`src/hw/notchPkg.sv`:
```
// Notch filter shared definitions
package notchPkg;

	typedef logic signed [31:0] sampleT;	// one memory word
	typedef logic signed [15:0] coeffT;	// scaled by 2^14
	typedef logic signed [63:0] accT;	// products, sums, y history
	typedef logic [23:0] addrT;	// byte address
	typedef logic [23:0] countT;	// sample count

	localparam int COEFF_SHIFT = 14;	// divide by 16384
	localparam int ADDR_STEP = 4;	// bytes per sample
	localparam int FIFO_DEPTH = 16;

	// notch around the design frequency
	localparam coeffT COEF_A1 = -16'sd31035;
	localparam coeffT COEF_A2 = 16'sd14969;
	localparam coeffT COEF_B0 = 16'sd8275;
	localparam coeffT COEF_B1 = -16'sd16383;
	localparam coeffT COEF_B2 = 16'sd8275;

	localparam logic [31:0] ACCEPT_CODE = 32'd99;	// start taken
	localparam logic [31:0] BUSY_CODE = '1;	// start refused

	// dataa[1:0] of a command
	typedef enum logic [1:0] {
		opStatus = 2'd0,
		opSetCount = 2'd1,
		opStart = 2'd2,
		opProgress = 2'd3
	} opcodeE;

	typedef enum logic [1:0] {
		stIdle = 2'd0,
		stRun = 2'd1,
		stIrqWait = 2'd2	// run done, irq pending
	} runStateE;

	// master side of the memory port
	typedef struct packed {
		logic read;
		logic write;
		addrT address;
		sampleT writedata;
	} memReqT;

	// slave side of the memory port
	typedef struct packed {
		sampleT readdata;
		logic readdatavalid;
		logic waitrequest;
	} memRspT;

	// run request from control to streamer
	typedef struct packed {
		logic go;	// one cycle
		addrT base;
		countT count;
	} runCmdT;

endpackage

```
`src/hw/sampleFifo.sv`:
```
// Sample FIFO with fall-through output
`timescale 1ns/10ps

module sampleFifo (
	input logic clk,
	input logic rst,
	input logic clear,	// synchronous purge
	input logic push,
	input notchPkg::sampleT pushData,
	input logic pop,
	output notchPkg::sampleT popData,
	output logic valid,
	output logic full,
	output logic [4:0] used
);

	notchPkg::sampleT mem [notchPkg::FIFO_DEPTH];
	logic [$clog2(notchPkg::FIFO_DEPTH)-1:0] wrPtr;
	logic [$clog2(notchPkg::FIFO_DEPTH)-1:0] rdPtr;
	logic doPush;
	logic doPop;

	assign full = (used == 5'(notchPkg::FIFO_DEPTH));
	assign valid = (used != '0);
	assign doPush = push && !full;	// drop on overflow
	assign doPop = pop && valid;
	assign popData = mem[rdPtr];	// head always visible

	always_ff @(posedge clk) begin
		if (rst || clear) begin
			wrPtr <= '0;
			rdPtr <= '0;
			used <= '0;
		end else begin
			if (doPush) wrPtr <= wrPtr + 1'b1;	// wraps at depth
			if (doPop) rdPtr <= rdPtr + 1'b1;
			used <= used + 5'(doPush) - 5'(doPop);
		end
	end

	always_ff @(posedge clk) begin
		if (doPush) mem[wrPtr] <= pushData;
	end

endmodule

```
`config.mk`:
```
export PLATFORM = sky130hd
export DESIGN_NAME = sampleFifo
export DESIGN_NICKNAME = d
export VERILOG_FILES = /design/src/hw/notchPkg.sv /design/src/hw/sampleFifo.sv
export SDC_FILE = /design/constraint.sdc
export NUM_CORES = 1
export LEC_CHECK = 0
export BUFFER_PORTS_ARGS = -buffer_cell sky130_fd_sc_hd__clkbuf_2
export CAP_MARGIN = 20
export CORE_ASPECT_RATIO = 0.75
export CORE_MARGIN = 8
export CORE_UTILIZATION = 52
export CTS_CLUSTER_DIAMETER = 40
export DETAILED_ROUTE_END_ITERATION = 12
export GPL_TIMING_DRIVEN = 0
export PLACE_DENSITY = 0.77
export SYNTH_ARGS = -nofsm -noshare
export SYNTH_HDL_FRONTEND = slang
export SYNTH_SLANG_ARGS = --single-unit
```
`constraint.sdc`:
```
create_clock -name clk -period 9.65 [get_ports clk]
set_clock_uncertainty 0.2 [all_clocks]
set_input_delay 1.4475 -clock clk [delete_from_list [all_inputs] [get_ports clk]]
set_output_delay 1.4475 -clock clk [all_outputs]
set_load 0.01 [all_outputs]
```
==> run_results.csv <==
group,metric,value,unit
worst_setup_path,required,8.00,ns
power,p_int,3940,µW
clocking,cts.sinks,529,
placed_design,globalplace.congestion,0.753,
grt,grt_max_degree,26,
worst_hold_path,hold_path_startpoint,"rdPtr[1]$_SDFFE_PP0N_",
final_layout,area_growth,15.5,%
power,p_switching,1180,µW
clocking,htreeDepth,2,
floorplan,ios,76,
power,comb_power_share,12.1,%
clocking,numCtsBuffers,50,
clocking,post_cts_buffers,0,
clocking,hold_buffers,0,
routing,vias_per_cell,6.04,
sta,hold_violations,0,
power,p_per_area,221,nW/µm²
routing,post-route-drc-count,0,
grt,overflow,0,
worst_setup_path,cp-end-kind,"output port",
synthesis,synth_cell_type_count,30,
worst_setup_path,worstSetupStartpointType,"register",
grt,grt_pass1_vias,10200,
clocking,clock_latency,0.57,ns
final_layout,n_antenna_cell,0,
worst_setup_path,r2r_start,"used[2]$_SDFF_PP0_",
floorplan,dieArea,45100,µm²
outcome,status,"completed",
synthesis,ys_ff_latch,529,
synthesis,ys_seq_area_share,78.5,%
placed_design,placed_cell_area,21500,µm²
routing,routed_wl,43.7,mm
final_layout,design_area,23100,µm²
clocking,cts_buffer_depth,3,
worst_setup_path,worstPathArrival,2.96,ns
synthesis,avgSynthCellArea,22.4,µm²
grt,grt.total_usage,19.4,%
clocking,cts_tree,"built",
grt,grt_pass1_wl,64.4,mm
synthesis,synthCells,896,
floorplan,fp.dieH,186,µm
final_layout,multi_input_area,4100,µm²
sta,timing.final.crit_share,47.7,%
routing,ant_nets,0,
placed_design,io_buffers,75,
power,power_frac_seq,50.5,%
synthesis,synth_nets,945,
floorplan,start_util,52.5,%
clocking,root_buffer,"clkbuf_16",
sta,max_freq,217,MHz
sta,relSlewSlack,30.5,%
sta,rsz0062_at_grt,"no",
worst_hold_path,hold_path_class,"register to register",
power,ir_drop,0.000164,V
clocking,post_cts_resized,0,
clocking,clkTransAtPathRegs,0.06,ns
placed_design,dp_hpwl,27.2,mm
worst_setup_path,path_class,"register to output port",
sta,worstMarginPinSlew,1.03,ns
sta,drv_slew,0,
final_layout,fillers,2600,
synthesis,synth.cell_area,20000,µm²
power,p_leak,0.00735,µW
final_layout,seqCellArea,15700,µm²
routing,wl_per_cell,27.2,µm
routing,dr_total_vias,9695,
final_layout,finalNetCount,1104,
sta,min_period,4.61,ns
grt,antenna_found_initial,0,
power,p_sw_share,23.0,%
floorplan,core_area,38200,µm²
sta,setup_viol,0,
final_layout,drive_gt1_share,31.3,%
synthesis,yosysWarnings,0,
floorplan,rows,62,
routing,first_pass_iters,5,
sta,final.setup.tns,0,ns
floorplan,die_w,243,µm
worst_setup_path,cp_max_fo,10,
flow_run,maxCapViolCount,0,
power,clockPowerShare,37.4,%
routing,drt_iter0_drc,1193,
==> worst max-delay path: stages, from the launching register on <==
cell and delay, ns:
dfxtp_1 0.36, buf_2 0.30, buf_1 0.69, mux4_2 0.43, a22oi_1 0.25, nand2_1 0.18
clkbuf_2 0.17
==> area by class of cell <==
| type | instances | area share (%) |
|---|---|---|
| tap | 512 | 2.77 |
| multi-input combinational | 303 | 17.7 |
| clock buffer | 64 | 5.91 |
| sequential | 529 | 67.9 |
| inverter | 16 | 0.260 |
| buffer | 48 | 0.968 |
| timing repair buffer | 107 | 3.49 |
| clock inverter | 26 | 0.979 |
==> cell usage after synthesis <==
| library cell | instances | area (µm²) |
|---|---|---|
| and3_1 | 1 | 6.26 |
| nor2b_1 | 2 | 12.5 |
| nand2b_1 | 1 | 6.26 |
| buf_4 | 9 | 67.6 |
| buf_2 | 8 | 40.0 |
| xor2_1 | 5 | 43.8 |
| xnor2_1 | 4 | 35.0 |
| nand2_1 | 36 | 135 |
| ha_1 | 11 | 138 |
| edfxtp_1 | 512 | 15400 |
| nand4bb_1 | 1 | 11.3 |
| a21o_1 | 1 | 7.51 |
| nor3b_1 | 3 | 22.5 |
| dfxtp_1 | 17 | 340 |
| or4b_1 | 1 | 10.0 |
| nor4_1 | 4 | 25.0 |
| buf_1 | 9 | 33.8 |
| a22oi_1 | 64 | 480 |
| nand4_1 | 2 | 12.5 |
| or2_2 | 1 | 6.26 |
| inv_1 | 16 | 60.1 |
| nand3_1 | 5 | 25.0 |
| clkbuf_1 | 22 | 82.6 |
| and2_1 | 9 | 56.3 |
| a21oi_1 | 4 | 20.0 |
| mux4_2 | 128 | 2880 |
| fa_1 | 1 | 20.0 |
| nor2_1 | 17 | 63.8 |
| o21ai_0 | 1 | 5.00 |
| nor3_1 | 1 | 5.00 |
==> stage by stage <==
step	hold WS, ns	setup slack (ns)	utilization [%]	total power [µW]	std cells
floorplan	0.263	4.24	-	3050	896
global placement	0.286	0.731	55.1	3240	1483
detailed placement	0.298	5.68	56.4	3260	1515
CTS	0.321	5.05	60.6	5160	1605
global route	0.348	4.97	60.6	5290	1605
finish	0.314	5.04	60.6	5120	1605
==> power groups by stage <==
stage	clock, µW	combinational [µW]	sequential (µW)
4_1_cts	1940	630	2590
3_5_place_dp	0	625	2640
2_1_floorplan	0	407	2640
3_3_place_gp	0	594	2640
5_1_grt	2030	670	2590
6_report	1920	617	2590
==> placed cells by master, fill, tap and decap left out, drive strengths merged, types with 11 or more instances in the layout <==
master / n
a22oi: 64
buf: 58
clkbuf: 161
clkinv: 20
dfxtp: 17
edfxtp: 512
ha: 11
inv: 18
mux4: 128
nand2: 36
nor2: 17
==> sequential cells by signal, summed over array words and instances, names as in the netlist, named ones only <==
| register | count |
|---|---|
| rdPtr | 4 |
| mem | 512 |
| wrPtr | 4 |
| used | 5 |
==> per-layer routing <==
layer,global-route usage (%),part of all wire (%),wire length (µm)
met2,31.8,48,21200
met1,26.5,41,17800
met3,4.07,8.6,3750
met5,0,0,0
met4,5.55,2.1,931
==> final timing paths <==
check | to | slack, ns | depth (start not counted)
max | popData[29] | 5.04 | 6
min | rdPtr[1]$_SDFFE_PP0N_ | 0.31 | 2
max reg2reg | used[4]$_SDFF_PP0_ | 6.47 | 15
min reg2reg | rdPtr[1]$_SDFFE_PP0N_ | 0.31 | 2
==> cell families after synthesis <==
kind of cell / share of synthesized area [%]
mux: 14.4
compound gates: 2.56
simple gates: 1.99
buf+inv: 1.42
xor+xnor: 0.394
flops: 78.5
fa+ha+maj: 0.787
Power figures use the tool's default switching activity.
