<file path="config.mk">
export PLATFORM = sky130hd
export DESIGN_NAME = memStreamer
export DESIGN_NICKNAME = d
export VERILOG_FILES = /design/src/hw/notchPkg.sv /design/src/hw/memStreamer.sv
export SDC_FILE = /design/constraint.sdc
export NUM_CORES = 1
export LEC_CHECK = 0
export ABC_CLOCK_PERIOD_IN_PS = 6800
export BUFFER_PORTS_ARGS = -buffer_cell sky130_fd_sc_hd__buf_2
export CAP_MARGIN = 30
export CORE_ASPECT_RATIO = 1.1
export CORE_MARGIN = 3
export CORE_UTILIZATION = 58
export CTS_CLUSTER_SIZE = 8
export DETAILED_ROUTE_END_ITERATION = 12
export PLACE_DENSITY = 0.83
export SLEW_MARGIN = 30
export SYNTH_ARGS = -nofsm -noshare
export SYNTH_HDL_FRONTEND = slang
export SYNTH_SLANG_ARGS = --single-unit
</file>
<file path="constraint.sdc">
create_clock -name clk -period 6.8 [get_ports clk]
set_input_delay 1.02 -clock clk [delete_from_list [all_inputs] [get_ports clk]]
set_output_delay 1.02 -clock clk [all_outputs]
set_load 0.1 [all_outputs]
</file>
<file path="src/hw/notchPkg.sv">
// Notch filter shared definitions
package notchPkg;

	typedef logic signed [31:0] sampleT;	// one memory word
	typedef logic signed [15:0] coeffT;	// scaled by 2^14
	typedef logic signed [63:0] accT;	// products, sums, y history
	typedef logic [23:0] addrT;	// byte address
	typedef logic [23:0] countT;	// sample count

	localparam int COEFF_SHIFT = 14;	// divide by 16384
	localparam int ADDR_STEP = 4;	// bytes per sample
	localparam int FIFO_DEPTH = 16;

	// notch around the design frequency
	localparam coeffT COEF_A1 = -16'sd31035;
	localparam coeffT COEF_A2 = 16'sd14969;
	localparam coeffT COEF_B0 = 16'sd8275;
	localparam coeffT COEF_B1 = -16'sd16383;
	localparam coeffT COEF_B2 = 16'sd8275;

	localparam logic [31:0] ACCEPT_CODE = 32'd99;	// start taken
	localparam logic [31:0] BUSY_CODE = '1;	// start refused

	// dataa[1:0] of a command
	typedef enum logic [1:0] {
		opStatus = 2'd0,
		opSetCount = 2'd1,
		opStart = 2'd2,
		opProgress = 2'd3
	} opcodeE;

	typedef enum logic [1:0] {
		stIdle = 2'd0,
		stRun = 2'd1,
		stIrqWait = 2'd2	// run done, irq pending
	} runStateE;

	// master side of the memory port
	typedef struct packed {
		logic read;
		logic write;
		addrT address;
		sampleT writedata;
	} memReqT;

	// slave side of the memory port
	typedef struct packed {
		sampleT readdata;
		logic readdatavalid;
		logic waitrequest;
	} memRspT;

	// run request from control to streamer
	typedef struct packed {
		logic go;	// one cycle
		addrT base;
		countT count;
	} runCmdT;

endpackage

</file>
<file path="src/hw/memStreamer.sv">
// Memory read and write-back streamer
`timescale 1ns/10ps

module memStreamer (
	input logic clk,
	input logic rst,
	input notchPkg::runCmdT runCmd,
	output notchPkg::memReqT memReq,
	input notchPkg::memRspT memRsp,
	output logic rdPush,
	output notchPkg::sampleT rdData,
	input logic [4:0] rdCount,	// read fifo occupancy
	input notchPkg::sampleT wrData,
	input logic wrValid,
	output logic wrPop,
	output notchPkg::countT writtenCount,
	output logic finished
);

	logic active;	// run in progress
	notchPkg::addrT rdAddr;	// next read address
	notchPkg::addrT wrAddr;	// next write address
	notchPkg::countT issued;	// reads launched
	notchPkg::countT total;
	logic [4:0] inFlight;	// reads launched, data not yet back

	logic writeAccept;
	logic reqHeld;
	logic creditOk;
	logic canRead;
	notchPkg::countT writtenNext;
	logic lastWrite;

	// returned data goes straight into the read fifo
	assign rdPush = memRsp.readdatavalid;
	assign rdData = memRsp.readdata;

	assign writeAccept = memReq.write && !memRsp.waitrequest;
	assign reqHeld = (memReq.read || memReq.write) && memRsp.waitrequest;

	// in-flight reads plus buffered words never exceed the fifo
	assign creditOk = ({1'b0, inFlight} + {1'b0, rdCount}) < 6'(notchPkg::FIFO_DEPTH);
	assign canRead = active && !reqHeld && (issued < total) && creditOk;

	// write-back only in slots not taken by a read
	assign wrPop = active && !reqHeld && !canRead && wrValid;

	assign writtenNext = writtenCount + notchPkg::countT'(writeAccept);
	assign lastWrite = active && (writtenNext == total);

	always_ff @(posedge clk) begin
		if (rst) begin
			active <= 1'b0;
			memReq.read <= 1'b0;
			memReq.write <= 1'b0;
			finished <= 1'b0;
			issued <= '0;
			writtenCount <= '0;
			inFlight <= '0;
		end else if (runCmd.go) begin
			active <= 1'b1;
			rdAddr <= runCmd.base;	// in-place, both start at base
			wrAddr <= runCmd.base;
			total <= runCmd.count;
			issued <= '0;
			writtenCount <= '0;
			inFlight <= '0;
			finished <= 1'b0;
			memReq.read <= 1'b0;
			memReq.write <= 1'b0;
		end else begin
			finished <= lastWrite;	// cycle after last accept
			if (lastWrite) active <= 1'b0;
			writtenCount <= writtenNext;
			inFlight <= inFlight + 5'(canRead) - 5'(memRsp.readdatavalid);

			// request held until waitrequest drops
			if (!reqHeld) begin
				memReq.read <= canRead;
				memReq.write <= wrPop;
				if (canRead) begin
					memReq.address <= rdAddr;
					rdAddr <= rdAddr + notchPkg::addrT'(notchPkg::ADDR_STEP);
					issued <= issued + 1'b1;
				end else if (wrPop) begin
					memReq.address <= wrAddr;
					memReq.writedata <= wrData;
					wrAddr <= wrAddr + notchPkg::addrT'(notchPkg::ADDR_STEP);
				end
			end
		end
	end

endmodule

</file>
==> results_dict.tcl <==
set metrics [dict create \
    path_buf_inv 3 \
    end_kind "primary output" \
    clk_pin_slew_ps 80 \
    dp_hpwl_mm 18.2 \
    fin_cells 1305 \
    fin_tns_setup_ps 0 \
    grt_max_degree 55 \
    die_area_mm2 0.0186 \
    max-vdd-ir-drop_mv 0.194 \
    row_count 49 \
    nFillCells 1221 \
    grt_setup_unrepaired "no" \
    final_hold_viol_count 0 \
    crit_slowest_cell "nand3_2" \
    synth_area_mm2 0.00988 \
    antennaDiodeCount 0 \
    synth_seq_cells 183 \
    cp-start-kind "input port" \
    avgSynthCellArea_um2 10.3 \
    setup.worst_path.class "in2out" \
    critPathRequiredTime_ps 5780 \
    syn_inst 963 \
    drv_slew 0 \
    io_buffer_count 175 \
    path_cells "buf_2 > ha_1 > a31o_2 > a21o_1 > a221oi_1 > o41a_1 > nand3_2 > nand2_1 > inv_1 > buf_2" \
    place.gp.congestion 0.923 \
    grtUsageTotal_pct 26.5 \
    drc 0 \
    syn_to_final_growth_pct 13.5 \
    io_pins 240 \
    critPathTopFamily "compound AO/OA/AOI/OAI gates" \
    postRouteAntennaNets 0 \
    overflow 0 \
    post_cts_buffers 0 \
    period_needed_ps 4870 \
    path_max_fanout 35 \
    fp.dieH_um 143 \
    drt_wl_total_mm 25.0 \
    wire_per_inst_um 19.2 \
    die_x_um 130 \
    relSlewSlack_pct 36.6 \
    finalCritPeriodShare_pct 71.5 \
    num-nets-final 1249 \
    cts_buffer_depth 2 \
    synth_ff_type "edfxtp_1" \
    leakage_nw 4.39 \
    p_per_area_mw_per_mm2 230 \
    synth_cell_type_count 71 \
    grt_pass1_wl_mm 38.6 \
    clkLatencyLatePin_ps 450 \
    first_pass_iters 5 \
    finalClockSkew_ps 14.2 \
    grt_pass1_vias 7716 \
    status "finished clean" \
    synth_fp_nets 1124 \
    synth_edf_count 126 \
    via_per_inst 6.14 \
    core_area_mm2 0.0166 \
    worst_pin_slew_ps 950 \
    dpl.cell_count 1273 \
    max_clock_freq_mhz 206 \
    tritoncts "yes" \
    critical-path-max-stage-delay_ps 510 \
    cp_common_cell "buf_2" \
    layout-drive-gt1-share_pct 22.6 \
    setup_viol 0 \
    vias 8012 \
    clock-sinks 183 \
    cts_buffers 17 \
    yosysWarningCount 0 \
    h-tree-depth 4 \
    arrival_ps 3850 \
    synthArstFlopShare_pct 0 \
    start_util_pct 59.7 \
    hold_path_class "reg2reg" \
    seq_area_frac_synth_pct 49.9 \
    cts_root_buf "clkbuf_16" \
    antenna_found_initial 0 \
    cts_hold_buf 0 \
    cts_resized 0 \
    maxCapViolCount 0 \
    drtIter0Drc 832 \
]
[synthesized netlist by cell type (13+ instances only)]
cell	n	area share, %
a21o_1	13	0.99
a21oi_1	58	2.9
buf_4	42	3.2
clkbuf_1	26	0.99
dfxtp_1	57	12
edfxtp_1	126	38
ha_1	37	4.7
inv_1	60	2.3
nand2_1	52	2.0
nand3_1	57	2.9
nand4_1	37	2.3
nor2_1	82	3.1
nor4_1	14	0.89
o21ai_0	46	2.3
xnor2_1	58	5.1
xor2_1	21	1.9
[state kept, by name (all words and copies together), names as in the netlist]
name,cells
finished,1
writtenCount,24
active,1
memReq,58
total,24
issued,24
rdAddr,23
inFlight,5
wrAddr,23
[final cells by class]
cell class,instances,area (um2),share of cell area [%]
Tap cell,204,255,2.28
Clock buffer,17,425,3.80
Sequential cell,183,4920,43.9
Clock inverter,15,170,1.52
Multi-Input combinational cell,642,4270,38.1
Timing Repair Buffer,183,936,8.35
Inverter,61,229,2.04
[tightest hold or removal path: cells and delay by family (launching register included)]
kind	cells	cell delay, ps
muxes	1	50
DFF	1	330
and+or+nand+nor	1	60
[report_power, final]
part | total (W) | internal (W) | switching (W)
Sequential | 0.00128 | 0.00124 | 0.0000371
Combinational | 0.000305 | 0.0000984 | 0.000207
Clock | 0.000991 | 0.000497 | 0.000494
[cell usage in the layout, fill, tap and decap left out, types with 4 or more instances in the layout]
master	instances
buf_2	175
edfxtp_1	126
nor2_1	80
inv_1	60
xnor2_1	58
dfxtp_1	57
a21oi_1	56
nand3_1	56
nand2_1	52
o21ai_0	46
nand4_1	37
ha_1	37
xor2_1	21
clkbuf_16	17
nor4_1	14
a21o_1	13
nor3_1	12
mux2_2	12
or3_1	12
and3_1	11
o31ai_1	10
or4_1	10
and2_1	8
and4_1	8
buf_4	8
nor2b_1	7
inv_8	5
o21a_1	4
a31oi_1	4
mux2i_1	4
[stage by stage]
stage	util, %	setup slack [ps]	hold WS [ps]	power [W]	instance area, um2
after floorplan	-	2580	437	0.00160	9880
after global placement	64.0	1980	457	0.00160	10600
after detailed placement	64.1	1870	467	0.00161	10600
after CTS	67.7	2060	480	0.00258	11200
after global routing	67.7	1710	509	0.00266	11200
final	67.7	1930	486	0.00258	11200
[path summary, 6_finish.rpt]
kind                 endpoint  slack, ps  cells after the start        from
setup reg to reg  inFlight[4]       2230                     18   total[21]
hold reg to reg    issued[23]        490                      2  issued[23]
setup / recovery        wrPop       1930                     10  rdCount[1]
hold / removal     issued[23]        490                      2  issued[23]
[per-layer routing]
layer,part of all wire [%],vias to the layer above,track usage [%]
met4,3.1,0,12.2
met5,0,-,0
met1,42,3832,34.9
met3,7.8,61,5.76
met2,47,389,42.2
li1,-,3730,-
[kinds of logic (layout without fill, tap and decap cells)]
group           Yosys count  after routing  synth area share [%]
flops                   183            183                  49.9
fa+ha+maj                38             38                  4.89
buf+inv                 138            276                  7.14
compound gates          174            174                  10.9
xor+xnor                 80             80                  7.25
mux                      16             16                  1.77
simple gates            334            334                  18.2
Note: power is estimated with default switching activity, not from simulation.
