$ cat src/hw/notchPkg.sv
// Notch filter shared definitions
package notchPkg;

	typedef logic signed [31:0] sampleT;	// one memory word
	typedef logic signed [15:0] coeffT;	// scaled by 2^14
	typedef logic signed [63:0] accT;	// products, sums, y history
	typedef logic [23:0] addrT;	// byte address
	typedef logic [23:0] countT;	// sample count

	localparam int COEFF_SHIFT = 14;	// divide by 16384
	localparam int ADDR_STEP = 4;	// bytes per sample
	localparam int FIFO_DEPTH = 16;

	// notch around the design frequency
	localparam coeffT COEF_A1 = -16'sd31035;
	localparam coeffT COEF_A2 = 16'sd14969;
	localparam coeffT COEF_B0 = 16'sd8275;
	localparam coeffT COEF_B1 = -16'sd16383;
	localparam coeffT COEF_B2 = 16'sd8275;

	localparam logic [31:0] ACCEPT_CODE = 32'd99;	// start taken
	localparam logic [31:0] BUSY_CODE = '1;	// start refused

	// dataa[1:0] of a command
	typedef enum logic [1:0] {
		opStatus = 2'd0,
		opSetCount = 2'd1,
		opStart = 2'd2,
		opProgress = 2'd3
	} opcodeE;

	typedef enum logic [1:0] {
		stIdle = 2'd0,
		stRun = 2'd1,
		stIrqWait = 2'd2	// run done, irq pending
	} runStateE;

	// master side of the memory port
	typedef struct packed {
		logic read;
		logic write;
		addrT address;
		sampleT writedata;
	} memReqT;

	// slave side of the memory port
	typedef struct packed {
		sampleT readdata;
		logic readdatavalid;
		logic waitrequest;
	} memRspT;

	// run request from control to streamer
	typedef struct packed {
		logic go;	// one cycle
		addrT base;
		countT count;
	} runCmdT;

endpackage

$ cat src/hw/biquadCore.sv
// Staged biquad filter core
`timescale 1ns/10ps

module biquadCore (
	input logic clk,
	input logic rst,
	input logic clearHistory,	// start of a run
	input notchPkg::sampleT inData,
	input logic inValid,
	output logic inPop,
	output notchPkg::sampleT outData,
	output logic outPush,
	input logic outFull
);

	typedef enum logic [2:0] {
		csFetch,
		csShift,
		csProduct,
		csSumPart,
		csSumAll,
		csScale,
		csOutput
	} coreStageE;

	coreStageE stage;

	notchPkg::sampleT xIn;	// fetched sample
	notchPkg::sampleT x0;	// x[n]
	notchPkg::sampleT x1;	// x[n-1]
	notchPkg::sampleT x2;	// x[n-2]
	notchPkg::accT y1;	// y[n-1], full width
	notchPkg::accT y2;	// y[n-2]

	notchPkg::accT pB0;
	notchPkg::accT pB1;
	notchPkg::accT pB2;
	notchPkg::accT pA1;
	notchPkg::accT pA2;
	notchPkg::accT sumB;	// feedforward part
	notchPkg::accT sumA;	// feedback part
	notchPkg::accT acc;
	notchPkg::accT scaled;

	assign inPop = (stage == csFetch) && inValid;	// fall-through head taken now

	always_ff @(posedge clk) begin
		if (rst || clearHistory) begin
			stage <= csFetch;
			outPush <= 1'b0;
			x0 <= '0;
			x1 <= '0;
			x2 <= '0;
			y1 <= '0;
			y2 <= '0;
		end else begin
			outPush <= 1'b0;
			case (stage)
				csFetch: begin
					if (inValid) begin
						xIn <= inData;
						stage <= csShift;
					end
				end
				csShift: begin
					x0 <= xIn;
					x1 <= x0;
					x2 <= x1;
					stage <= csProduct;
				end
				csProduct: begin	// all five products at once
					pB0 <= notchPkg::accT'(x0) * notchPkg::accT'(notchPkg::COEF_B0);
					pB1 <= notchPkg::accT'(x1) * notchPkg::accT'(notchPkg::COEF_B1);
					pB2 <= notchPkg::accT'(x2) * notchPkg::accT'(notchPkg::COEF_B2);
					pA1 <= y1 * notchPkg::accT'(notchPkg::COEF_A1);
					pA2 <= y2 * notchPkg::accT'(notchPkg::COEF_A2);
					stage <= csSumPart;
				end
				csSumPart: begin
					sumB <= pB0 + pB1 + pB2;
					sumA <= pA1 + pA2;
					stage <= csSumAll;
				end
				csSumAll: begin
					acc <= sumB - sumA;
					stage <= csScale;
				end
				csScale: begin
					scaled <= acc >>> notchPkg::COEFF_SHIFT;	// arithmetic, keeps sign
					stage <= csOutput;
				end
				csOutput: begin
					if (!outFull) begin	// stall on full write fifo
						outData <= scaled[31:0];
						outPush <= 1'b1;
						y1 <= scaled;
						y2 <= y1;
						stage <= csFetch;
					end
				end
				default: begin
					stage <= csFetch;
				end
			endcase
		end
	end

endmodule

$ cat config.mk
export PLATFORM = sky130hd
export DESIGN_NAME = biquadCore
export DESIGN_NICKNAME = d
export VERILOG_FILES = /design/src/hw/notchPkg.sv /design/src/hw/biquadCore.sv
export SDC_FILE = /design/constraint.sdc
export NUM_CORES = 2
export LEC_CHECK = 0
export ABC_AREA = 1
export BUFFER_PORTS_ARGS = -buffer_cell sky130_fd_sc_hd__buf_4
export CAP_MARGIN = 20
export CELL_PAD_IN_SITES_DETAIL_PLACEMENT = 1
export CELL_PAD_IN_SITES_GLOBAL_PLACEMENT = 2
export CORE_ASPECT_RATIO = 0.6
export CORE_MARGIN = 10
export CORE_UTILIZATION = 43
export CTS_BUF_LIST = sky130_fd_sc_hd__clkbuf_16
export CTS_CLUSTER_SIZE = 16
export DETAILED_ROUTE_END_ITERATION = 16
export PLACE_DENSITY_LB_ADDON = 0.25
export SLEW_MARGIN = 30
export SYNTH_ARGS = -nofsm -noshare
export SYNTH_HDL_FRONTEND = slang
export SYNTH_SLANG_ARGS = --single-unit
$ cat constraint.sdc
create_clock -name clk -period 19.9 [get_ports clk]
set_input_delay 0 -clock clk [delete_from_list [all_inputs] [get_ports clk]]
set_output_delay 0 -clock clk [all_outputs]
set_load 0.02 [all_outputs]
==> results.py <==
metrics = {
    "yosys": {
        "syn_avg_cell_area_um2": 7.76,
        "ys_warn_count": 0,
        "synthArstFlopShare_pct": 0,
        "synth_edf_count": 561,
        "synth_compound_area_share_pct": 5.77,
        "synth-simple-area-share_pct": 20.2,
        "synth_ff_type": "edfxtp_1",
        "syn_nets": 13745,
        "synthAdderAreaFrac_pct": 36.0,
        "syn_area_mm2": 0.0901,
        "yosys_register_bits": 761,
        "synth_mux_area_share_pct": 0,
        "yosys.cell_types.count": 46,
        "synth_top_family_by_area": "adder cells",
        "synth-xor-area-share_pct": 2.57,
        "seq_area_frac_synth_pct": 23.1,
        "postSynthCellCount": 11604,
    },
    "layout": {
        "area_growth_pct": 8.34,
        "final_cell_area_mm2": 0.0976,
        "layout_common_cells": "nand2_1 (3205), inv_1 (2860), ha_1 (1288), fa_1 (816), nor2_1 (681)",
        "final_common_cell": "nand2_1",
        "stdcell_count": 14638,
        "nets": 13921,
        "drive_above_1_share_pct": 2.51,
    },
    "sta": {
        "grt_setup_unrepaired": "false",
        "finalHoldViolCount": 0,
        "post-route-period-util_pct": 33.0,
        "finalSetupTns_ps": 0,
        "relSlewSlack_pct": 26.8,
        "timing.fmax_mhz": 152,
        "layout_min_cycle_time_ps": 6570,
        "finClkSkew_ps": 68.7,
        "slew_violations": 0,
        "tightest_slew_ps": 1090,
        "setup_viol": 0,
    },
    "critical_path": {
        "criticalPathCategory": "flop to flop",
        "required_ps": 20350,
        "cp-start-kind": "flop",
        "end_kind": "flop",
        "path_max_fanout": 8,
        "cp.arrival_ps": 7020,
    },
    "placement": {
        "dp.cells": 14402,
        "post-dp-hpwl_um": 345000,
        "io_buffers": 70,
        "dpl_cell_area_mm2": 0.0940,
        "place.gp.congestion": 1.03,
    },
    "run_status": {
        "status": "finished clean",
    },
    "clocking": {
        "cts_tree": "yes",
        "cts_max_level": 3,
        "clock_latency_ps": 750,
        "clkTransAtPathRegs_ps": 70,
        "cts_setup_buffers": 0,
        "cts_buffer_depth": 3,
        "cts_root_buffer": "clkbuf_16",
        "clock-sinks": 761,
        "cts_made_buffers": 88,
    },
    "drt": {
        "wirelength_um": 397000,
        "wl_per_cell_um": 27.1,
        "first_pass_iters": 6,
        "drt_iter0_drc": 8812,
        "num_vias": 79792,
        "avgViaCountPerCell": 5.45,
        "ant_nets": 0,
        "drc": 0,
    },
    "global_routing": {
        "antenna_found_initial": 59,
        "grt_start_max_net_pins": 139,
        "grt_util_all_layers_pct": 34.1,
        "grt_pass1_wl_um": 569000,
        "grt_overflow": 0,
        "grt_pass1_vias": 79790,
    },
    "die": {
        "initial_utilization_pct": 43.1,
        "io_pins": 71,
        "die_h_um": 375,
        "rows": 130,
        "dieArea_mm2": 0.229,
        "die_w_um": 611,
        "core-area_mm2": 0.209,
    },
    "power_and_ir_drop": {
        "total_power_uw": 3790,
        "p_leak_uw": 0.0543,
        "ir_drop_mv": 0.0738,
        "pwr_density_cell_mw_per_mm2": 38.8,
    },
    "hold_path": {
        "hp-class": "primary input to flop",
    },
    "job": {
        "maxCapViolCount": 0,
    },
}
-- routing by layer --
metal | GRT usage (%) | part of all wire (%)
met1 | 55.3 | 50
met2 | 38.5 | 32
met3 | 18.1 | 16
met4 | 3.83 | 1.2
met5 | 0 | 0.081
-- layout make-up --
class | instances | area, µm²
antenna | 11 | 27.5
clock buffer | 95 | 2380
clock inverter | 70 | 500
fill | 25670 | 111000
inverter | 2851 | 10700
multi-input combinational | 7918 | 58200
sequential | 761 | 20900
tap | 2772 | 3470
timing repair buffer | 160 | 1450
-- kinds of logic after synthesis --
| family | Yosys count |
|---|---|
| compound gates | 1001 |
| xor+xnor | 264 |
| fa+ha+maj | 2104 |
| buf+inv | 2925 |
| flops | 761 |
| simple gates | 4549 |
-- through the flow --
stage	hold WS (ps)	utilization, %	setup slack [ps]
detailed placement	180	45.0	13610
CTS	2.44	46.7	13550
floorplan	98.9	-	7090
global placement	178	45.0	13740
finish	35.3	46.7	13330
global route	23.1	46.7	13190
-- sequential cells by signal (all words and copies together), names as in the netlist, 47 cells and up --
name,cells
pA1,64
pA2,64
sumA,64
sumB,64
acc,50
scaled,50
y1,50
y2,50
pB0,47
pB1,47
pB2,47
-- cell usage after synthesis, types with 5 or more instances --
| cell | n | share of area [%] |
|---|---|---|
| nor2_1 | 687 | 2.9 |
| inv_2 | 5 | 0.021 |
| xnor2_1 | 40 | 0.39 |
| nand3_1 | 409 | 2.3 |
| o21ai_1 | 22 | 0.12 |
| edfxtp_1 | 561 | 19 |
| o21bai_1 | 45 | 0.38 |
| clkbuf_1 | 47 | 0.20 |
| a21o_1 | 9 | 0.075 |
| o21a_1 | 8 | 0.067 |
| fa_1 | 816 | 18 |
| nor3_1 | 82 | 0.46 |
| and2_0 | 5 | 0.035 |
| ha_1 | 1288 | 18 |
| nand4_1 | 94 | 0.65 |
| nor2_2 | 7 | 0.049 |
| nand3b_1 | 14 | 0.12 |
| dfxtp_1 | 200 | 4.4 |
| a21oi_1 | 602 | 3.3 |
| buf_6 | 8 | 0.10 |
| nor3_2 | 7 | 0.078 |
| nand2_1 | 3206 | 13 |
| xor2_1 | 224 | 2.2 |
| inv_1 | 2844 | 12 |
| or2_2 | 5 | 0.035 |
| o21ai_0 | 305 | 1.7 |
| buf_2 | 18 | 0.10 |
| and2_1 | 12 | 0.083 |
-- where the power goes --
group | internal (µW) | total [µW] | switching [µW]
combinational | 106 | 349 | 243
sequential | 1710 | 1720 | 15.6
clock | 904 | 1720 | 815
-- worst paths after layout --
| check | start | end | slack [ps] | cells past startpoint |
|---|---|---|---|---|
| worst max register to register | y2[42]$_SDFFE_PP0P_ | pA2[52]$_DFFE_PP_ | 13330 | 18 |
| worst max-delay path | y2[42]$_SDFFE_PP0P_ | pA2[52]$_DFFE_PP_ | 13330 | 18 |
| worst min register to register | acc[24]$_DFFE_PP_ | scaled[10]$_DFFE_PP_ | 420 | 0 |
| worst min-delay path | inData[20] | xIn[20]$_DFFE_PP_ | 40 | 2 |
-- timing repair --
action / 4_1_cts / 5_1_grt
hold buffers: 55 / 0
endpoints found under the hold margin: 67 / 0
gates resized for setup: 0 / 0
-- worst max-delay path, cell delays in order, from the launching register on --
cell and delay, ps:
dfxtp_1 840, inv_1 300, fa_1 580, fa_1 520, inv_1 70, fa_1 490
fa_1 560, fa_1 420, ha_1 290, ha_1 440, nand2_1 120, inv_1 100
nand2_1 140, nor2_1 520, nand2_1 190, nor3_1 160, o21ai_0 290, nand4_1 190
nand2_1 80
(Power assumes the default switching activity.)
