===== src/hw/notchPkg.sv =====
// Notch filter shared definitions
package notchPkg;

	typedef logic signed [31:0] sampleT;	// one memory word
	typedef logic signed [15:0] coeffT;	// scaled by 2^14
	typedef logic signed [63:0] accT;	// products, sums, y history
	typedef logic [23:0] addrT;	// byte address
	typedef logic [23:0] countT;	// sample count

	localparam int COEFF_SHIFT = 14;	// divide by 16384
	localparam int ADDR_STEP = 4;	// bytes per sample
	localparam int FIFO_DEPTH = 16;

	// notch around the design frequency
	localparam coeffT COEF_A1 = -16'sd31035;
	localparam coeffT COEF_A2 = 16'sd14969;
	localparam coeffT COEF_B0 = 16'sd8275;
	localparam coeffT COEF_B1 = -16'sd16383;
	localparam coeffT COEF_B2 = 16'sd8275;

	localparam logic [31:0] ACCEPT_CODE = 32'd99;	// start taken
	localparam logic [31:0] BUSY_CODE = '1;	// start refused

	// dataa[1:0] of a command
	typedef enum logic [1:0] {
		opStatus = 2'd0,
		opSetCount = 2'd1,
		opStart = 2'd2,
		opProgress = 2'd3
	} opcodeE;

	typedef enum logic [1:0] {
		stIdle = 2'd0,
		stRun = 2'd1,
		stIrqWait = 2'd2	// run done, irq pending
	} runStateE;

	// master side of the memory port
	typedef struct packed {
		logic read;
		logic write;
		addrT address;
		sampleT writedata;
	} memReqT;

	// slave side of the memory port
	typedef struct packed {
		sampleT readdata;
		logic readdatavalid;
		logic waitrequest;
	} memRspT;

	// run request from control to streamer
	typedef struct packed {
		logic go;	// one cycle
		addrT base;
		countT count;
	} runCmdT;

endpackage


===== src/hw/notchControl.sv =====
// Command decode and run control
`timescale 1ns/10ps

module notchControl (
	input logic clk,
	input logic rst,
	input logic start,	// one-cycle command strobe
	input logic [31:0] dataa,
	input logic [31:0] datab,
	output logic done,
	output logic [31:0] result,
	output logic irq,
	output notchPkg::runCmdT runCmd,
	input notchPkg::countT writtenCount,
	input logic finished
);

	notchPkg::runStateE state;
	notchPkg::countT sampleCount;	// from setCount
	notchPkg::opcodeE opcode;

	assign opcode = notchPkg::opcodeE'(dataa[1:0]);

	always_ff @(posedge clk) begin
		if (rst) begin
			state <= notchPkg::stIdle;
			done <= 1'b0;
			irq <= 1'b0;
			runCmd.go <= 1'b0;
			sampleCount <= '0;
		end else begin
			done <= start;	// answer one cycle later
			runCmd.go <= 1'b0;	// pulse only

			if (start) begin
				case (opcode)
					notchPkg::opStatus: begin
						result <= 32'(state);
						if (state == notchPkg::stIrqWait) begin	// query services irq
							irq <= 1'b0;
							state <= notchPkg::stIdle;
						end
					end
					notchPkg::opSetCount: begin
						sampleCount <= datab[23:0];
						result <= datab;	// echo
					end
					notchPkg::opStart: begin
						if (state == notchPkg::stIdle) begin
							runCmd.go <= 1'b1;
							runCmd.base <= datab[23:0];
							runCmd.count <= sampleCount;
							state <= notchPkg::stRun;
							result <= notchPkg::ACCEPT_CODE;
						end else begin
							result <= notchPkg::BUSY_CODE;	// run in progress, ignore
						end
					end
					notchPkg::opProgress: begin
						result <= 32'(writtenCount);	// samples written back
					end
				endcase
			end

			// streamer reports last write accepted
			if (finished && state == notchPkg::stRun) begin
				state <= notchPkg::stIrqWait;
				irq <= 1'b1;
			end
		end
	end

endmodule


===== config.mk =====
export PLATFORM = sky130hd
export DESIGN_NAME = notchControl
export DESIGN_NICKNAME = d
export VERILOG_FILES = /design/src/hw/notchPkg.sv /design/src/hw/notchControl.sv
export SDC_FILE = /design/constraint.sdc
export NUM_CORES = 1
export LEC_CHECK = 0
export ABC_AREA = 1
export BUFFER_PORTS_ARGS = -buffer_cell sky130_fd_sc_hd__buf_2
export CAP_MARGIN = 10
export CORE_MARGIN = 2
export CORE_UTILIZATION = 47
export DETAILED_ROUTE_END_ITERATION = 16
export PLACE_DENSITY = 0.8
export SLEW_MARGIN = 20
export SYNTH_ARGS = -nofsm -noshare
export SYNTH_HDL_FRONTEND = slang
export SYNTH_SLANG_ARGS = --single-unit

===== constraint.sdc =====
create_clock -name clk -period 6.1 [get_ports clk]
set_clock_uncertainty 0.15 [all_clocks]
set_input_delay 1.22 -clock clk [delete_from_list [all_inputs] [get_ports clk]]
set_output_delay 1.22 -clock clk [all_outputs]
set_load 0.01 [all_outputs]

==> results of run 1 <==
-- routing by layer --
metal	track usage, %	wire length (um)
met2	34.1	4650
met3	5.30	1090
met4	7.50	158
met1	26.9	3690
met5	0	0
-- power by group --
group	internal [mW]	switching [mW]	total, mW
registers	0.822	0.00843	0.831
logic	0.0411	0.0741	0.115
clock network	0.196	0.248	0.444
total	1.06	0.330	1.39
-- flip-flops by register name, indices dropped and copies added, names as in the netlist --
register	flops
state	2
runCmd	49
done	1
sampleCount	24
irq	1
result	32
-- cells by family after synthesis --
group / count (synthesis) / synth area share, %
and+or+nand+nor: 148 / 16.3
DFF: 109 / 75.6
buffers and inverters: 28 / 3.27
AOI/OAI and AO/OA: 36 / 4.79
-- cell type report --
cell class / count / share of cell area, %
repair buffers: 147 / 15.0
flip-flops and latches: 109 / 60.3
inverters: 7 / 0.531
clock inverters: 7 / 1.62
clock buffers: 9 / 2.51
well taps: 105 / 2.66
multi-input cells: 184 / 17.3
-- path summary, 6_finish.rpt --
path / start / endpoint / slack (ps) / cells past startpoint
setup / recovery: start / result[31] / 3190 / 3
setup reg to reg: state[1] / runCmd[36] / 4410 / 4
hold / removal: sampleCount[20] / runCmd[20] / 290 / 0
hold reg to reg: sampleCount[20] / runCmd[20] / 290 / 0
-- per-stage QoR --
step / cells / utilization [%] / setup WS, ps / hold slack [ps]
final: 568 / 60.5 / 3190 / 290
after global routing: 568 / 60.5 / 3110 / 296
after CTS: 568 / 60.5 / 3220 / 292
after detailed placement: 552 / 58.0 / 2850 / 266
after global placement: 552 / 57.9 / 2850 / 262
after floorplan: 321 / - / 465 / 259
-- synth_stat cells, drive strengths merged --
master | number | area, um^2
nand2 | 74 | 278
nand3 | 66 | 330
inv | 7 | 26.3
edfxtp | 80 | 2400
nor2 | 6 | 25.0
buf | 13 | 72.6
o21ai | 6 | 33.8
nor3 | 2 | 10.0
clkbuf | 8 | 30.0
a21oi | 28 | 140
o211ai | 2 | 15.0
dfxtp | 29 | 581
-- worst max-delay path, cell delays in order --
cell    delay, ps
buf_2         460
inv_1         250
nor2_4        770
==> impl_metrics.py, run 1 <==
metrics = {
    "sta": {
        "fin_setup_tns_ps": 0,
        "worst_pin_slew_ps": 1020,
        "slew_headroom_pct": 31.9,
        "timing.fmax_ghz": 0.344,
        "post-route-period-util_pct": 47.6,
        "setup_viol": 0,
        "post-route-min-period_ps": 2910,
        "finalHoldViolCount": 0,
        "rsz0062_at_grt": "false",
        "slew_viol_final": 0,
    },
    "route": {
        "drt_pass1_iterations": 5,
        "wl_per_cell_um": 16.9,
        "viasPerCell": 5.41,
        "drtIter0Drc": 194,
        "drcViolationCount": 0,
        "antenna_left": 0,
        "vias": 3072,
        "wl_um": 9590,
    },
    "critical_path": {
        "path_max_fanout": 32,
        "end_kind": "flip-flop",
        "crit_type": "in2reg",
        "crit_path_start_kind": "input pin",
        "worstPathArrival_ps": 2740,
        "critical_path_required_ps": 5930,
    },
    "power": {
        "vdd.ir_drop.worst_mv": 0.141,
        "p_per_area_mw_per_mm2": 281,
        "finalPower_mw": 1.39,
        "power.leakage_nw": 2.00,
    },
    "cts": {
        "hold_buffers": 0,
        "cts_setup_buffers": 0,
        "h-tree-depth": 3,
        "cts_resized": 0,
        "insertion_delay_ps": 360,
        "clock_sinks": 109,
        "cts_root_buffer": "clkbuf_8",
        "cts_tree": "done",
        "cts_buffer_depth": 2,
        "clk_pin_slew_worst_paths_ps": 100,
        "numCtsBuffers": 9,
    },
    "finish": {
        "area_delta_synth_final_pct": 25.4,
        "seqCellArea_mm2": 0.00298,
        "antenna_cells": 0,
        "fillers": 672,
        "final_cell_mix": "buf_2, edfxtp_1, nand2_1, nand3_1, dfxtp_1",
        "drive_gt1_share_pct": 36.3,
        "multiInputGateArea_um2": 857,
        "finalInstanceArea_mm2": 0.00494,
        "layout.nets": 550,
        "final_common_cell": "buf_2",
    },
    "grt": {
        "gr-total-overflow": 0,
        "grt_pass1_vias": 2933,
        "grt_pass1_wl_um": 14400,
        "grt_max_degree": 57,
        "antenna_found_initial": 0,
        "grt_usage_pct": 20.8,
    },
    "floorplan": {
        "initial_core_util_pct": 48.2,
        "die_area_mm2": 0.00914,
        "core.rowCount": 33,
        "fp.coreArea_mm2": 0.00818,
        "io_pins": 175,
        "die_h_um": 95.6,
        "die_w_um": 95.6,
    },
    "synth": {
        "synth.distinct_cells": 18,
        "yosys_warnings": 0,
        "syn-cell-area_mm2": 0.00394,
        "synth_cells": 321,
        "seq_area_frac_synth_pct": 75.6,
        "syn-num-nets": 413,
        "syn_avg_cell_area_um2": 12.3,
        "synth_seq_cells": 109,
    },
    "run": {
        "maxCapViolations": 0,
    },
    "worst_hold_path": {
        "min_path_type": "reg2reg",
    },
    "outcome": {
        "status": "finished clean",
    },
    "placed_design": {
        "place_area_mm2": 0.00474,
        "io_buffers": 144,
        "place.gp.congestion": 0.809,
        "hpwlAfterDp_um": 6390,
    },
}
Note: power is estimated with default switching activity, not from simulation.
==> run 2, diff against run 1 <==
--- a/config.mk
+++ b/config.mk
@@ -5,13 +5,13 @@
 export SDC_FILE = /design/constraint.sdc
 export NUM_CORES = 1
 export LEC_CHECK = 0
-export ABC_AREA = 1
+export ABC_AREA = 0
 export BUFFER_PORTS_ARGS = -buffer_cell sky130_fd_sc_hd__buf_2
 export CAP_MARGIN = 10
 export CORE_MARGIN = 2
-export CORE_UTILIZATION = 47
+export CORE_UTILIZATION = 43
 export DETAILED_ROUTE_END_ITERATION = 16
-export PLACE_DENSITY = 0.8
+export PLACE_DENSITY = 0.75
 export SLEW_MARGIN = 20
 export SYNTH_ARGS = -nofsm -noshare
 export SYNTH_HDL_FRONTEND = slang
==> constraint.sdc (replaced) <==
create_clock -name clk -period 2.4 [get_ports clk]
set_clock_uncertainty 0.15 [all_clocks]
set_input_delay 0.48 -clock clk [delete_from_list [all_inputs] [get_ports clk]]
set_output_delay 0.48 -clock clk [all_outputs]
set_load 0.01 [all_outputs]
==> impl_metrics.py, run 2 <==
metrics = {
    "grt": {
        "gr-total-overflow": 0,
        "grt_pass1_wl_um": 14500,
        "grt_usage_pct": 17.6,
        "antenna_found_initial": 0,
        "grt_max_degree": 53,
        "grt_pass1_vias": 2871,
    },
    "synth": {
        "yosys.cell_count.top_type": "edfxtp_1",
        "syn-cell-area_mm2": 0.00426,
        "netlist_top_cells_area": "edfxtp_1, dfxtp_1, mux2i_1, nand2b_1, o22ai_1",
        "synth_top_area_cell": "edfxtp_1",
        "synth.top_cell.area_share_pct": 56.3,
        "synth.distinct_cells": 25,
        "synth_cells": 280,
        "syn_avg_cell_area_um2": 15.2,
        "synth_common_cells": "edfxtp_1, nand2b_1, mux2i_1, dfxtp_1, o22ai_1",
        "synthFlopType": "edfxtp_1",
        "synth-edff-count": 80,
        "syn-num-nets": 372,
        "yosys_warnings": 0,
        "async_reset_ff_share_pct": 0,
        "synth_seq_cells": 109,
        "seq_area_frac_synth_pct": 70.0,
    },
    "worst_hold_path": {
        "min_path_type": "in2reg",
    },
    "finish": {
        "fin_cells": 565,
        "top_regs": "runCmd x49, result x32, sampleCount x24",
        "regMostFlops": "runCmd",
        "drive_gt1_share_pct": 40.7,
        "fin_util_pct": 55.0,
        "layout.nets": 519,
        "largest_reg_flops": 49,
        "finalInstanceArea_mm2": 0.00533,
        "antenna_cells": 0,
        "area_delta_synth_final_pct": 24.9,
        "final_common_cell": "buf_2",
        "final_cell_mix": "buf_2, edfxtp_1, nand2b_1, mux2i_1, dfxtp_1",
    },
    "critical_path": {
        "path_max_fanout": 26,
        "critical_path_required_ps": 2280,
        "crit_path_start_kind": "flip-flop",
        "crit_type": "reg2reg",
        "worstPathArrival_ps": 1620,
        "end_kind": "flip-flop",
    },
    "sta": {
        "timing.fmax_ghz": 0.575,
        "finalHoldViolCount": 0,
        "post-route-min-period_ps": 1740,
        "setup_viol": 0,
        "slew_headroom_pct": 63.2,
        "rsz0062_at_grt": "false",
        "post-route-period-util_pct": 72.4,
        "slew_viol_final": 0,
        "worst_pin_slew_ps": 552,
    },
    "cts": {
        "hold_buffers": 0,
        "cts_buffer_depth": 2,
        "cts_tree": "done",
        "insertion_delay_ps": 360,
        "clock_sinks": 109,
        "cts_resized": 0,
        "cts_setup_buffers": 0,
        "h-tree-depth": 3,
        "cts_root_buffer": "clkbuf_8",
        "numCtsBuffers": 9,
        "clk_pin_slew_worst_paths_ps": 90,
    },
    "route": {
        "antenna_left": 0,
        "drt_pass1_iterations": 4,
        "wl_per_cell_um": 16.5,
        "drcViolationCount": 0,
        "drtIter0Drc": 99,
        "wl_um": 9300,
        "vias": 2807,
        "viasPerCell": 4.97,
    },
    "floorplan": {
        "core.rowCount": 36,
        "io_pins": 175,
        "die_h_um": 104,
        "die_area_mm2": 0.0107,
        "fp.coreArea_mm2": 0.00968,
        "initial_core_util_pct": 44.0,
        "die_w_um": 104,
    },
    "placed_design": {
        "io_buffers": 144,
        "place_area_mm2": 0.00513,
        "hpwlAfterDp_um": 6420,
        "dp.cells": 549,
        "place.gp.congestion": 0.689,
    },
    "run": {
        "maxCapViolations": 0,
    },
    "power": {
        "p_per_area_mw_per_mm2": 662,
        "power.leakage_nw": 2.10,
        "vdd.ir_drop.worst_mv": 0.281,
    },
    "outcome": {
        "status": "finished clean",
    },
}
## run 2: changes by cell type in the layout (fill, tap and decap cells not counted), moves of 8 or more
cell / change
mux2i_1: +44
o22ai_1: +20
nand3_1: -66
buf_4: +8
nand2b_1: +50
a21oi_1: -25
o2bb2ai_1: +8
nand2_1: -73
## run 2: report_power, final
group | internal, mW | switching, mW | total, mW
registers | 2.09 | 0.0205 | 2.11
clock network | 0.505 | 0.577 | 1.08
logic | 0.149 | 0.187 | 0.335
total | 2.74 | 0.784 | 3.52
## run 2: worst max-delay path, stage by stage, from the launching register on
cell and delay (ps):
dfxtp_1 380, or2_1 310, nor3_4 180, buf_4 360
## run 2: per-layer routing
layer | vias up | GRT usage, % | wire length (um)
li1 | 1333 | - | -
met1 | 1353 | 21.2 | 3890
met2 | 108 | 28.1 | 4490
met3 | 13 | 6.99 | 761
met4 | 0 | 7.43 | 159
met5 | - | 0 | 0
## run 2: per-stage QoR
step	total power, mW	worst slack, ps	hold slack (ps)	TNS, ps
5_1_grt	3.67	592	139	0
6_report	3.52	662	168	0
3_3_place_gp	2.48	523	265	0
2_1_floorplan	2.34	-168	259	-8070
3_5_place_dp	2.49	486	268	0
4_1_cts	3.57	660	140	0
## run 2: area by class of cell
| class | count | area, um^2 |
|---|---|---|
| fillers | 821 | 4360 |
| flip-flops and latches | 109 | 2980 |
| multi-input cells | 145 | 1140 |
| repair buffers | 156 | 823 |
| well taps | 133 | 166 |
| clock buffers | 11 | 141 |
| clock inverters | 5 | 50.0 |
| inverters | 6 | 22.5 |
## run 2: cell families after synthesis
group / after synthesis / synth area share (%)
DFF: 109 / 70.0
and+or+nand+nor: 62 / 9.33
muxes: 46 / 10.9
AOI/OAI and AO/OA: 37 / 6.04
buffers and inverters: 26 / 3.81
## run 2: path summary, 6_finish.rpt
path              slack, ps      startpoint         end  depth (start not counted)
hold reg to reg         290  sampleCount[3]   runCmd[3]                          0
setup reg to reg        660        state[1]   runCmd[6]                          3
setup / recovery        660        state[1]   runCmd[6]                          3
hold / removal          170        datab[2]  runCmd[26]                          1
==> run 3, diff against run 2 <==
==> constraint.sdc (replaced) <==
create_clock -name clk -period 1.4 [get_ports clk]
set_clock_uncertainty 0.15 [all_clocks]
set_input_delay 0.28 -clock clk [delete_from_list [all_inputs] [get_ports clk]]
set_output_delay 0.28 -clock clk [all_outputs]
set_load 0.01 [all_outputs]
==> impl_metrics.py, run 3 (synthesis gave the netlist of run 2 again) <==
metrics = {
    "sta": {
        "post-route-min-period_ps": 1510,
        "slew_headroom_pct": 64.7,
        "worst_pin_slew_ps": 528,
        "post-route-period-util_pct": 108,
        "timing.fmax_ghz": 0.662,
        "setup_ws_ps": -111,
        "hold_ws_ps": 23.8,
        "fin_setup_tns_ps": -4690,
        "setup_viol": 48,
        "slew_viol_final": 0,
        "finalHoldViolCount": 0,
        "rsz0062_at_grt": "true",
    },
    "grt": {
        "gr-total-overflow": 0,
        "grt_max_degree": 53,
        "antenna_found_initial": 0,
        "grt_usage_pct": 18.9,
        "grt_pass1_vias": 3064,
        "grt_pass1_wl_um": 15900,
    },
    "route": {
        "vias": 2922,
        "drtIter0Drc": 95,
        "viasPerCell": 4.85,
        "drcViolationCount": 0,
        "antenna_left": 0,
        "drt_pass1_iterations": 4,
        "wl_per_cell_um": 16.7,
        "wl_um": 10100,
    },
    "placed_design": {
        "io_buffers": 144,
        "place_area_mm2": 0.00531,
        "pre_cts_ws_ps": -152,
        "place.gp.congestion": 0.733,
        "hpwlAfterDp_um": 6680,
    },
    "critical_path": {
        "crit_buf_inv": 2,
        "path_max_fanout": 19,
        "crit_path_start_kind": "flip-flop",
        "slowest_stage": "dfxtp_2",
        "critical_path_required_ps": 1310,
        "end_kind": "flip-flop",
        "critPathTopFamily": "simple AND/OR/NAND/NOR gates",
        "crit_type": "reg2reg",
        "r2r_cells": 4,
        "slowest_delay_ps": 330,
        "r2r_slack_ps": -110,
        "cp_cell_sequence": "or2_4 -> nor3_4 -> buf_4 -> buf_12",
        "r2r-end": "runCmd[35]",
        "worstPathArrival_ps": 1420,
        "r2r-start": "state[0]",
    },
    "cts": {
        "cts_tree": "done",
        "cts_root_buffer": "clkbuf_8",
        "h-tree-depth": 3,
        "clock_sinks": 109,
        "cts_buffer_depth": 2,
        "clk_pin_slew_worst_paths_ps": 90,
        "insertion_delay_ps": 350,
        "numCtsBuffers": 9,
    },
    "finish": {
        "finalInstanceArea_mm2": 0.00581,
        "final_common_cell": "buf_2",
        "fillers": 791,
        "layout.nets": 557,
        "antenna_cells": 0,
        "drive_gt1_share_pct": 40.9,
        "final_cell_mix": "buf_2, edfxtp_1, nand2b_1, mux2i_1, dfxtp_1",
        "regMostFlops": "runCmd",
        "largest_reg_flops": 49,
        "top_regs": "runCmd x49, result x32, sampleCount x24",
        "area_delta_synth_final_pct": 36.3,
    },
    "run": {
        "maxCapViolations": 0,
    },
    "worst_hold_path": {
        "min_from": "datab[6]",
        "whs_path_depth": 1,
        "min_path_type": "in2reg",
        "hold_end": "runCmd[30]",
    },
    "outcome": {
        "violations": "setup timing",
        "status": "finished with violations",
    },
    "floorplan": {
        "die_w_um": 104,
        "io_pins": 175,
        "core.rowCount": 36,
        "fp.coreArea_mm2": 0.00968,
        "initial_core_util_pct": 44.0,
        "die_h_um": 104,
        "die_area_mm2": 0.0107,
    },
    "power": {
        "vdd.ir_drop.worst_mv": 0.643,
        "p_per_area_mw_per_mm2": 1090,
        "power.leakage_nw": 2.30,
    },
}
[run 3: cell types whose count changed in the layout (fill, tap and decap cells not counted), sizes merged]
cell / before / now
clkinv: 4 / 0
clkinvlp: 0 / 1
inv: 6 / 5
clkbuf: 11 / 15
buf: 156 / 170
bufinv: 1 / 2
dlygate4sd3: 0 / 23
[run 3: routing by layer]
layer / GRT usage, % / share of wire, % / vias to the layer above
met2: 33.5 / 51 / 111
li1: - / - / 1403
met5: 0 / 0 / -
met3: 4.97 / 6.9 / 14
met1: 22.6 / 41 / 1394
met4: 5.89 / 1.3 / 0
[run 3: how the worst max path moves through the flow]
| stage | start | to | cells past startpoint |
|---|---|---|---|
| global placement | state[0] | runCmd[14] | 3 |
| global route | state[0] | runCmd[19] | 4 |
| CTS | state[0] | runCmd[1] | 4 |
| finish | state[0] | runCmd[35] | 4 |
| floorplan | state[0] | runCmd[0] | 2 |
| detailed placement | dataa[1] | sampleCount[9] | 5 |
[run 3: metrics by stage]
stage | std cells | utilization [%] | power (mW)
2_1_floorplan | 280 | - | 4.02
3_3_place_gp | 559 | 54.8 | 4.30
3_5_place_dp | 559 | 54.8 | 4.32
4_1_cts | 602 | 59.9 | 6.39
5_1_grt | 603 | 60.0 | 6.58
6_report | 603 | 60.0 | 6.34
[run 3: final cells by class]
class	count	area, um^2	area share, %
sequential	109	2980	51.3
timing repair buffer	194	1270	21.9
clock inverter	2	60.1	1.03
clock buffer	14	153	2.63
multi-input combinational	145	1150	19.8
inverter	6	26.3	0.452
tap	133	166	2.86
[run 3: what timing repair did]
item / CTS / global route
gates cloned: 1 / 1
endpoints found under the hold margin: 23 / 0
buffers inserted: 3 / 1
pin swaps: 1 / 1
gates resized for setup: 1 / 7
hold buffers: 23 / 0
setup endpoints to repair: 48 / 63
[run 3: report_power, final]
part,internal (mW),switching [mW]
sequential,3.58,0.0330
clock,1.06,0.973
combinational,0.348,0.347
